`src/hdl/rv_macros.svh`:
```
`ifndef RV_MACROS_SVH
`define RV_MACROS_SVH

// ----------------------------------------------------------
// widths
// ----------------------------------------------------------
`define RV_XLEN     32          // data and address width
`define RV_NREGS    32          // integer registers x0..x31
`define RV_REG_AW   5           // register index width

// ----------------------------------------------------------
// major opcodes, instr[6:0]
// ----------------------------------------------------------
`define RV_OP_LUI     7'b0110111
`define RV_OP_AUIPC   7'b0010111
`define RV_OP_JAL     7'b1101111
`define RV_OP_JALR    7'b1100111
`define RV_OP_BRANCH  7'b1100011
`define RV_OP_LOAD    7'b0000011  // lw only
`define RV_OP_STORE   7'b0100011  // sw only
`define RV_OP_IMM     7'b0010011  // addi, slti, shifts by imm ...
`define RV_OP_REG     7'b0110011  // add, sub, ...

// ----------------------------------------------------------
// reset state
// ----------------------------------------------------------
`define RV_RESET_PC   32'h0000_0000   // first fetch address

`endif

```
`src/hdl/rv_pkg.sv`:
```
package rv_pkg;

    // ----------------------------------------------------------
    // instruction formats, all views of the same 32-bit word
    // ----------------------------------------------------------
    typedef struct packed {
        logic [6:0] funct7;
        logic [4:0] rs2;
        logic [4:0] rs1;
        logic [2:0] funct3;
        logic [4:0] rd;
        logic [6:0] opcode;
    } r_fmt_t;

    typedef struct packed {
        logic [11:0] imm_11_0;
        logic [4:0]  rs1;
        logic [2:0]  funct3;
        logic [4:0]  rd;
        logic [6:0]  opcode;
    } i_fmt_t;

    typedef struct packed {
        logic [6:0] imm_11_5;
        logic [4:0] rs2;
        logic [4:0] rs1;
        logic [2:0] funct3;
        logic [4:0] imm_4_0;
        logic [6:0] opcode;
    } s_fmt_t;

    typedef struct packed {
        logic       imm_12;     // sign bit
        logic [5:0] imm_10_5;
        logic [4:0] rs2;
        logic [4:0] rs1;
        logic [2:0] funct3;
        logic [3:0] imm_4_1;
        logic       imm_11;
        logic [6:0] opcode;
    } b_fmt_t;

    typedef struct packed {
        logic [19:0] imm_31_12;  // upper immediate
        logic [4:0]  rd;
        logic [6:0]  opcode;
    } u_fmt_t;

    typedef struct packed {
        logic       imm_20;      // sign bit
        logic [9:0] imm_10_1;
        logic       imm_11;
        logic [7:0] imm_19_12;
        logic [4:0] rd;
        logic [6:0] opcode;
    } j_fmt_t;

    typedef union packed {
        r_fmt_t r;
        i_fmt_t i;
        s_fmt_t s;
        b_fmt_t b;
        u_fmt_t u;
        j_fmt_t j;
    } instr_u;

    // alu operations, encoding kept from the older core
    typedef enum logic [3:0] {
        ALU_ADD  = 4'd0,
        ALU_SUB  = 4'd1,
        ALU_SLL  = 4'd2,
        ALU_SLT  = 4'd3,
        ALU_SLTU = 4'd4,
        ALU_XOR  = 4'd5,
        ALU_SRL  = 4'd6,
        ALU_SRA  = 4'd7,
        ALU_OR   = 4'd8,
        ALU_AND  = 4'd9
    } alu_op_e;

    // one instruction walks through these in order
    typedef enum logic [1:0] {
        ST_FETCH,
        ST_EXECUTE,
        ST_MEMORY,      // lw / sw only
        ST_WRITEBACK
    } stage_e;

endpackage

```
`src/hdl/rv_decoder.sv`:
```
`timescale 1ns/100ps
`include "rv_macros.svh"

module rv_decoder (
    input  rv_pkg::instr_u      instr,
    output logic                reg_write,
    output logic                mem_write,
    output logic                mem_to_reg,
    output logic                branch,
    output logic                jump,
    output logic                jump_reg,
    output logic                alu_in2_reg,   // 1: rs2, 0: imm
    output logic [1:0]          alu_in1_sel,   // 0: zero, 1: rs1, 2: pc
    output rv_pkg::alu_op_e     alu_op,
    output logic [`RV_XLEN-1:0] imm
);
    import rv_pkg::*;

    logic [6:0] opcode;
    logic [2:0] funct3;
    logic       alt;        // funct7 bit 5, sub / sra select
    logic       is_reg_op;
    alu_op_e    funct_op;   // op picked by funct3 (+ funct7)

    assign opcode    = instr.r.opcode;
    assign funct3    = instr.r.funct3;
    assign alt       = instr.r.funct7[5];
    assign is_reg_op = (opcode == `RV_OP_REG);

    // ----------------------------------------------------------
    // control levels per opcode
    // ----------------------------------------------------------
    always_comb begin
        // unknown opcode falls through as a no-op
        reg_write   = 1'b0;
        mem_write   = 1'b0;
        mem_to_reg  = 1'b0;
        branch      = 1'b0;
        jump        = 1'b0;
        jump_reg    = 1'b0;
        alu_in2_reg = 1'b0;
        alu_in1_sel = 2'd1;
        alu_op      = ALU_ADD;  // address, jump, upper-imm forms
        case (opcode)
            `RV_OP_LUI: begin
                reg_write   = 1'b1;
                alu_in1_sel = 2'd0;     // 0 + imm
            end
            `RV_OP_AUIPC: begin
                reg_write   = 1'b1;
                alu_in1_sel = 2'd2;     // pc + imm
            end
            `RV_OP_JAL: begin
                reg_write = 1'b1;       // link = pc + 4
                jump      = 1'b1;
            end
            `RV_OP_JALR: begin
                reg_write = 1'b1;
                jump      = 1'b1;
                jump_reg  = 1'b1;       // target from rs1 + imm
            end
            `RV_OP_BRANCH: begin
                branch      = 1'b1;
                alu_in2_reg = 1'b1;
                alu_op      = ALU_SUB;  // zero result means equal
            end
            `RV_OP_LOAD: begin
                reg_write  = 1'b1;
                mem_to_reg = 1'b1;
            end
            `RV_OP_STORE: mem_write = 1'b1;
            `RV_OP_IMM: begin
                reg_write = 1'b1;
                alu_op    = funct_op;
            end
            `RV_OP_REG: begin
                reg_write   = 1'b1;
                alu_in2_reg = 1'b1;
                alu_op      = funct_op;
            end
            default: ;
        endcase
    end

    // funct3 map, shared by the imm and reg groups
    always_comb begin
        case (funct3)
            3'b000:  funct_op = (is_reg_op && alt) ? ALU_SUB : ALU_ADD;  // no subi
            3'b001:  funct_op = ALU_SLL;
            3'b010:  funct_op = ALU_SLT;
            3'b011:  funct_op = ALU_SLTU;
            3'b100:  funct_op = ALU_XOR;
            3'b101:  funct_op = alt ? ALU_SRA : ALU_SRL;  // srai keeps bit 30 too
            3'b110:  funct_op = ALU_OR;
            default: funct_op = ALU_AND;
        endcase
    end

    // ----------------------------------------------------------
    // immediate, sign extended from each format view
    // ----------------------------------------------------------
    always_comb begin
        case (opcode)
            `RV_OP_LUI, `RV_OP_AUIPC:
                imm = {instr.u.imm_31_12, 12'b0};
            `RV_OP_JAL:
                imm = {{11{instr.j.imm_20}}, instr.j.imm_20, instr.j.imm_19_12,
                       instr.j.imm_11, instr.j.imm_10_1, 1'b0};
            `RV_OP_BRANCH:
                imm = {{19{instr.b.imm_12}}, instr.b.imm_12, instr.b.imm_11,
                       instr.b.imm_10_5, instr.b.imm_4_1, 1'b0};
            `RV_OP_STORE:
                imm = {{20{instr.s.imm_11_5[6]}}, instr.s.imm_11_5, instr.s.imm_4_0};
            default:    // I form, shifts only look at [4:0]
                imm = {{20{instr.i.imm_11_0[11]}}, instr.i.imm_11_0};
        endcase
    end

endmodule

```
`src/hdl/rv_regfile.sv`:
```
`timescale 1ns/100ps
`include "rv_macros.svh"

module rv_regfile (
    input  logic                  clk,
    input  logic                  reset_n,
    input  logic                  we,
    input  logic [`RV_REG_AW-1:0] waddr,
    input  logic [`RV_REG_AW-1:0] raddr1,
    input  logic [`RV_REG_AW-1:0] raddr2,
    input  logic [`RV_XLEN-1:0]   wdata,
    output logic [`RV_XLEN-1:0]   rdata1,
    output logic [`RV_XLEN-1:0]   rdata2
);

    logic [`RV_XLEN-1:0] regs [`RV_NREGS];   // x0 is stored but never read

    // ----------------------------------------------------------
    // write port, one per write-back
    // ----------------------------------------------------------
    always_ff @(posedge clk) begin
        if (!reset_n) begin
            for (int i = 0; i < `RV_NREGS; i++) begin
                regs[i] <= '0;
            end
        end else if (we) begin
            regs[waddr] <= wdata;
        end
    end

    // ----------------------------------------------------------
    // read ports, combinational
    // ----------------------------------------------------------
    assign rdata1 = (raddr1 == '0) ? '0 : regs[raddr1];   // x0 hardwired
    assign rdata2 = (raddr2 == '0) ? '0 : regs[raddr2];

endmodule

```
`src/hdl/rv_execute.sv`:
```
`timescale 1ns/100ps
`include "rv_macros.svh"

module rv_execute (
    input  rv_pkg::instr_u      instr,
    input  logic [`RV_XLEN-1:0] pc,
    input  logic [`RV_XLEN-1:0] rs1_data,
    input  logic [`RV_XLEN-1:0] rs2_data,
    input  logic [`RV_XLEN-1:0] imm,
    input  logic [1:0]          alu_in1_sel,
    input  logic                alu_in2_reg,
    input  rv_pkg::alu_op_e     alu_op,
    input  logic                branch,
    input  logic                jump,
    input  logic                jump_reg,
    output logic [`RV_XLEN-1:0] alu_result,
    output logic [`RV_XLEN-1:0] next_pc
);
    import rv_pkg::*;

    logic [`RV_XLEN-1:0] op_a;
    logic [`RV_XLEN-1:0] op_b;
    logic [4:0]          shamt;
    logic                br_eq;
    logic                br_lt;
    logic                br_ltu;
    logic                br_cond;
    logic                br_taken;

    // ----------------------------------------------------------
    // operands and alu
    // ----------------------------------------------------------
    always_comb begin
        case (alu_in1_sel)
            2'd0:    op_a = '0;         // lui
            2'd2:    op_a = pc;         // auipc
            default: op_a = rs1_data;
        endcase
    end

    assign op_b  = alu_in2_reg ? rs2_data : imm;
    assign shamt = op_b[4:0];           // low 5 bits only

    always_comb begin
        case (alu_op)
            ALU_SUB:  alu_result = op_a - op_b;
            ALU_SLL:  alu_result = op_a << shamt;
            ALU_SLT:  alu_result = {{(`RV_XLEN-1){1'b0}}, $signed(op_a) < $signed(op_b)};
            ALU_SLTU: alu_result = {{(`RV_XLEN-1){1'b0}}, op_a < op_b};
            ALU_XOR:  alu_result = op_a ^ op_b;
            ALU_SRL:  alu_result = op_a >> shamt;
            ALU_SRA:  alu_result = $unsigned($signed(op_a) >>> shamt);  // sign fill
            ALU_OR:   alu_result = op_a | op_b;
            ALU_AND:  alu_result = op_a & op_b;
            default:  alu_result = op_a + op_b;     // add, addresses, lui/auipc
        endcase
    end

    // ----------------------------------------------------------
    // branch compare and next pc
    // ----------------------------------------------------------
    assign br_eq  = (alu_result == '0);     // alu runs rs1 - rs2 on branches
    assign br_lt  = $signed(rs1_data) < $signed(rs2_data);
    assign br_ltu = rs1_data < rs2_data;

    always_comb begin
        case (instr.b.funct3)
            3'b000:  br_cond = br_eq;       // beq
            3'b001:  br_cond = !br_eq;      // bne
            3'b100:  br_cond = br_lt;       // blt
            3'b101:  br_cond = !br_lt;      // bge
            3'b110:  br_cond = br_ltu;      // bltu
            3'b111:  br_cond = !br_ltu;     // bgeu
            default: br_cond = 1'b0;
        endcase
    end

    assign br_taken = branch && br_cond;

    assign next_pc = br_taken ? pc + imm :
                     jump_reg ? {alu_result[`RV_XLEN-1:1], 1'b0} :  // jalr drops bit 0
                     jump     ? pc + imm :                           // jal
                                pc + 32'd4;

endmodule

```
`src/hdl/rv_sequencer.sv`:
```
`timescale 1ns/100ps
`include "rv_macros.svh"

module rv_sequencer (
    input  logic                clk,
    input  logic                reset_n,
    input  logic                mem_ready,
    input  logic [`RV_XLEN-1:0] mem_rdata,
    input  logic                mem_write,
    input  logic                mem_to_reg,
    input  logic                reg_write,
    input  logic                jump,
    input  logic [`RV_XLEN-1:0] alu_result,
    input  logic [`RV_XLEN-1:0] rs2_data,
    input  logic [`RV_XLEN-1:0] next_pc,
    output rv_pkg::instr_u      instr,
    output logic [`RV_XLEN-1:0] pc,
    output logic                rf_we,
    output logic [4:0]          rf_waddr,
    output logic [`RV_XLEN-1:0] rf_wdata,
    output logic                mem_valid,
    output logic                mem_instr,
    output logic [`RV_XLEN-1:0] mem_addr,
    output logic [`RV_XLEN-1:0] mem_wdata,
    output logic [3:0]          mem_wstrb
);
    import rv_pkg::*;

    stage_e              stage_q;
    logic [`RV_XLEN-1:0] pc_q;
    instr_u              instr_q;
    logic [`RV_XLEN-1:0] load_q;    // lw data, held for write-back
    logic                store_cyc;

    // ----------------------------------------------------------
    // stage machine
    // ----------------------------------------------------------
    always_ff @(posedge clk) begin
        if (!reset_n) begin
            stage_q <= ST_FETCH;
            pc_q    <= `RV_RESET_PC;
            instr_q <= '0;          // decodes as nothing while fetching
        end else begin
            case (stage_q)
                ST_FETCH: if (mem_ready) begin
                    instr_q <= mem_rdata;
                    stage_q <= ST_EXECUTE;
                end
                ST_EXECUTE:                         // single cycle
                    stage_q <= (mem_write || mem_to_reg) ? ST_MEMORY : ST_WRITEBACK;
                ST_MEMORY: if (mem_ready) begin
                    stage_q <= ST_WRITEBACK;
                end
                default: begin                      // write-back commits
                    pc_q    <= next_pc;
                    stage_q <= ST_FETCH;
                end
            endcase
        end
    end

    always_ff @(posedge clk) begin
        if (stage_q == ST_MEMORY && mem_ready) begin
            load_q <= mem_rdata;    // harmless on sw
        end
    end

    assign instr = instr_q;
    assign pc    = pc_q;

    // ----------------------------------------------------------
    // memory port, stage decoded so it holds under back-pressure
    // ----------------------------------------------------------
    assign store_cyc = (stage_q == ST_MEMORY) && mem_write;
    assign mem_valid = (stage_q == ST_FETCH) || (stage_q == ST_MEMORY);
    assign mem_instr = (stage_q == ST_FETCH);
    assign mem_addr  = (stage_q == ST_FETCH)  ? pc_q :
                       (stage_q == ST_MEMORY) ? alu_result : '0;   // rs1 + imm
    assign mem_wdata = store_cyc ? rs2_data : '0;
    assign mem_wstrb = store_cyc ? 4'b1111 : 4'b0000;   // full words only

    // write-back, load beats link beats alu
    assign rf_we    = (stage_q == ST_WRITEBACK) && reg_write;
    assign rf_waddr = instr_q.r.rd;
    assign rf_wdata = mem_to_reg ? load_q :
                      jump       ? pc_q + 32'd4 :
                                   alu_result;

    // request must not move until accepted
    a_req_hold: assert property (@(posedge clk) disable iff (!reset_n)
        mem_valid && !mem_ready |=> mem_valid && $stable(mem_addr) && $stable(mem_instr)
                                    && $stable(mem_wdata) && $stable(mem_wstrb))
        else $error("memory request changed before mem_ready");

    a_pc_align: assert property (@(posedge clk) disable iff (!reset_n) pc_q[1:0] == 2'b00)
        else $error("pc not word aligned");

endmodule

```
`src/hdl/rv_core.sv`:
```
`timescale 1ns/100ps
`include "rv_macros.svh"

module rv_core (
    input  logic                clk,
    input  logic                reset_n,
    // native memory port
    output logic                mem_valid,
    output logic                mem_instr,
    input  logic                mem_ready,
    output logic [`RV_XLEN-1:0] mem_addr,
    output logic [`RV_XLEN-1:0] mem_wdata,
    output logic [3:0]          mem_wstrb,
    input  logic [`RV_XLEN-1:0] mem_rdata
);
    import rv_pkg::*;

    // ----------------------------------------------------------
    // stage to stage wiring
    // ----------------------------------------------------------
    instr_u                instr;
    logic [`RV_XLEN-1:0]   pc;
    logic                  reg_write, mem_write, mem_to_reg;
    logic                  branch, jump, jump_reg;
    logic                  alu_in2_reg;
    logic [1:0]            alu_in1_sel;
    alu_op_e               alu_op;
    logic [`RV_XLEN-1:0]   imm;
    logic [`RV_XLEN-1:0]   rs1_data, rs2_data;
    logic [`RV_XLEN-1:0]   alu_result, next_pc;
    logic                  rf_we;
    logic [`RV_REG_AW-1:0] rf_waddr;
    logic [`RV_XLEN-1:0]   rf_wdata;

    rv_sequencer seq_i (
        .clk, .reset_n, .mem_ready, .mem_rdata,
        .mem_write, .mem_to_reg, .reg_write, .jump,
        .alu_result, .rs2_data, .next_pc,
        .instr, .pc, .rf_we, .rf_waddr, .rf_wdata,
        .mem_valid, .mem_instr, .mem_addr, .mem_wdata, .mem_wstrb
    );

    rv_decoder dec_i (
        .instr, .reg_write, .mem_write, .mem_to_reg,
        .branch, .jump, .jump_reg, .alu_in2_reg,
        .alu_in1_sel, .alu_op, .imm
    );

    rv_regfile rf_i (
        .clk, .reset_n,
        .we     (rf_we),
        .waddr  (rf_waddr),
        .raddr1 (instr.r.rs1),      // same slot in every format
        .raddr2 (instr.r.rs2),
        .wdata  (rf_wdata),
        .rdata1 (rs1_data),
        .rdata2 (rs2_data)
    );

    rv_execute ex_i (
        .instr, .pc, .rs1_data, .rs2_data, .imm,
        .alu_in1_sel, .alu_in2_reg, .alu_op,
        .branch, .jump, .jump_reg,
        .alu_result, .next_pc
    );

endmodule

```
`config.mk`:
```
export PLATFORM = sky130hd
export DESIGN_NAME = rv_core
export DESIGN_NICKNAME = d
export VERILOG_FILES = /design/src/hdl/rv_pkg.sv /design/src/hdl/rv_decoder.sv /design/src/hdl/rv_regfile.sv /design/src/hdl/rv_execute.sv /design/src/hdl/rv_sequencer.sv /design/src/hdl/rv_core.sv
export VERILOG_INCLUDE_DIRS = /design/src /design/src/hdl
export SDC_FILE = /design/constraint.sdc
export NUM_CORES = 2
export LEC_CHECK = 0
export BUFFER_PORTS_ARGS = -buffer_cell sky130_fd_sc_hd__buf_2
export CAP_MARGIN = 20
export CORE_UTILIZATION = 65
export DETAILED_ROUTE_END_ITERATION = 10
export PLACE_DENSITY = 0.82
export SLEW_MARGIN = 15
export SYNTH_ARGS = -nofsm -noshare
export SYNTH_HDL_FRONTEND = slang
export SYNTH_SLANG_ARGS = --single-unit
```
`constraint.sdc`:
```
create_clock -name clk -period 23.1 [get_ports clk]
set_clock_uncertainty 0.05 [all_clocks]
set_input_delay 2.31 -clock clk [delete_from_list [all_inputs] [get_ports clk]]
set_output_delay 2.31 -clock clk [all_outputs]
set_load 0.005 [all_outputs]
```
==> results.txt <==
Antenna Nets Post-Route: 0
CP endpoint kind: output pin
area occupied by multi-input gates: 34800 µm²
Mapped Avg Cell Area: 11.1 µm²
Max Cap Violations: 0
worst vdd ir: 88.7 µV
GRT overflow: 0
Filler cells: 7431
hold depth: 2
PostCTS Resize Cnt: 0
Core Util, Final: 70.8%
first drt pass iteration count: 10
first-iteration detailed-routing DRC count: 13100
Top Ports: 105
Slew headroom: 19.4%
Cells after Synth: 6391
worst path arrival time: 10.05 ns
Post-synth EDFFs: 1056
Max Freq: 80.6 MHz
synthesized area: 70700 µm²
Final Max Slew Viols: 0
hold-fix buffers at CTS: 0
post-synthesis adder-cell area fraction: 3.01%
aggregate global-route resource usage: 52.5%
Synth Area in Compound Gates: 12.4%
first-pass GRT wire length: 413000 µm
Slew @ Worst Pin: 1.21 ns
later-pin clock latency in the skew report: 0.77 ns
simple-gate share of the synthesized area: 12.3%
final-report hold violation count: 0
Die X: 332 µm
DPL Wire Length: 194000 µm
Die Footprint: 110000 µm²
layout cells sized above 1: 17.0%
row count: 120
CP Launch Type: flip-flop
Die H: 332 µm
area grow syn2layout: 7.66%
clock tree from TritonCTS: built
#FFs+latches synth: 1132
WL/cell: 38.0 µm
ys async rst share: 0%
CTS Sinks: 1132
Leakage: 26.5 nW
DRC Markers: 0
Synth Area in XOR/XNOR: 0.904%
Tcrit/Tclk final: 53.7%
number of global-route vias before repair: 58200
Reg area: 33300 µm²
CTS buffer count: 112
Clock transition at path regs: 0.07 ns
post-synth net total: 6594
RSZ-0062 raised after global routing: false
Sum Neg Setup Slack: 0 ns
post-layout min period: 12.41 ns
DR vias: 61500
Top FF cell, synth: edfxtp_1
via density per instance: 7.95
post-synthesis mux area share: 20.1%
final setup fails: 0
antenna violations before repair: 15
Final Net Count: 6432
CTS root buf: clkbuf_16
core region area: 108000 µm²
CTS max path bufs: 3
Final GP Congestion: 1.09
reg2reg end: seq_i.pc[8]
Hold Crit Start: seq_i.instr[26]
Hold EP: seq_i.instr[26]
Crit Path Category: flip-flop to output pin
largest net degree at the start of global routing: 132
initial core utilization: 65.8%
# port buffers: 104
PD cells: 85.2 nW/µm²
outcome: complete, no violations
R2R Setup Slk: 11.75 ns
H-tree depth: 3
sequential share of the synthesized area: 47.0%
post-synth cell types: 110
drt total wl: 294000 µm
main combinational cell family by area after synthesis: multiplexers
CP max FO: 95
Worst Path Required: 20.74 ns
Synth Warn #: 0
Hold WC Path Type: flip-flop to flip-flop
post-CTS setup buffer count: 0
Reg2Reg Depth: 28
-- worst max-delay path: stages (launching register included) --
cell	delay, ns
dfxtp_4	0.63
buf_12	0.61
buf_4	0.68
buf_4	0.76
mux4_2	0.60
o22ai_1	0.55
a2111oi_2	0.15
a21oi_2	0.17
buf_4	0.45
ha_1	0.46
o41ai_1	0.71
a211oi_1	0.33
a2111oi_0	0.68
o211ai_1	0.23
a21oi_1	0.20
o21a_1	0.15
o32a_1	0.15
a22oi_1	0.09
a211oi_1	0.92
o21ai_0	0.35
buf_2	0.22
-- worst max-delay path by stage --
stage / start / endpoint / slack [ns] / cells after the start
final: flip-flop / mem_addr[19] / 10.69 / 20
after detailed placement: flip-flop / mem_addr[19] / 11.78 / 21
after floorplan: flip-flop / mem_addr[31] / 14.26 / 27
after CTS: flip-flop / mem_addr[19] / 10.94 / 21
after global routing: flip-flop / mem_addr[31] / 10.26 / 23
after global placement: flip-flop / mem_addr[19] / 11.93 / 21
-- routing by layer --
layer / global-route usage (%) / share of wire [%] / routed length, µm / vias to the layer above
met5: 0 / 0.039 / 116 / -
met4: 38.1 / 9.6 / 28200 / 18
met3: 21.0 / 18 / 53600 / 1661
met2: 71.9 / 40 / 117000 / 6973
met1: 67.4 / 32 / 94800 / 29200
li1: - / - / - / 23600
-- state kept, by name, indices dropped and copies added (netlist names), named ones only --
| register | flops |
|---|---|
| seq_i.stage_q | 2 |
| rf_i.regs | 1024 |
| seq_i.load_q | 32 |
| seq_i.pc | 32 |
| seq_i.instr | 32 |
-- synthesized netlist by cell type (46+ instances only) --
library cell | n | area share, %
a211oi_1 | 97 | 1.0
a21o_1 | 56 | 0.59
a21oi_1 | 345 | 2.4
a22oi_1 | 216 | 2.3
and2_1 | 61 | 0.54
buf_2 | 96 | 0.68
clkbuf_1 | 388 | 2.1
dfxtp_1 | 76 | 2.2
edfxtp_1 | 1056 | 45
ha_1 | 165 | 2.9
inv_1 | 130 | 0.69
mux2_2 | 52 | 0.83
mux2i_1 | 528 | 7.5
mux4_2 | 368 | 12
nand2_1 | 381 | 2.0
nand3_1 | 72 | 0.51
nor2_1 | 1340 | 7.1
nor3_1 | 55 | 0.39
o21ai_0 | 169 | 1.2
xnor2_1 | 46 | 0.57
-- cell families after synthesis --
family          Yosys count
flops                  1132
compound gates         1275
buf+inv                 709
mux                     950
xor+xnor                 73
fa+ha+maj               168
simple gates           2084
-- power breakdown --
part | switching, W | leakage, nW | internal, W | total, W
logic | 0.00152 | 13.2 | 0.000655 | 0.00218
registers | 0.0000942 | 11.5 | 0.00231 | 0.00241
clock network | 0.000844 | 1.82 | 0.00106 | 0.00190
-- through the flow --
step	setup WS, ns	instances	total power (W)	area (µm²)	hold WS (ns)
after CTS	10.94	7728	0.00632	76100	0.430
after global routing	10.26	7731	0.00657	76100	0.467
after detailed placement	11.78	7517	0.00446	72300	0.421
after floorplan	14.26	6391	0.00372	70700	0.395
final	10.69	7735	0.00648	76100	0.431
after global placement	11.93	7516	0.00444	72300	0.417
-- area by class of cell --
type                       count  area share [%]
multi-input combinational   4550            45.7
antenna                        6          0.0197
sequential                  1132            43.7
inverter                     136           0.677
clock inverter                78            1.16
tap                         1403            2.31
clock buffer                 133            3.79
timing repair buffer         297            2.64
-- cells in the final DEF, fill, tap and decap left out, types with 60 or more instances in the layout --
cell type and count:
and2_1 60, o21ai_0 168, nand2_1 330, a211oi_1 97, ha_1 165, inv_1 130, nor2_1 1334, buf_2 104
a22oi_1 216, buf_4 188, clkbuf_16 112, mux2i_1 528, edfxtp_1 1056, nand3_1 63, a21oi_1 313, mux4_2 368
dfxtp_1 68
(Power assumes the default switching activity.)
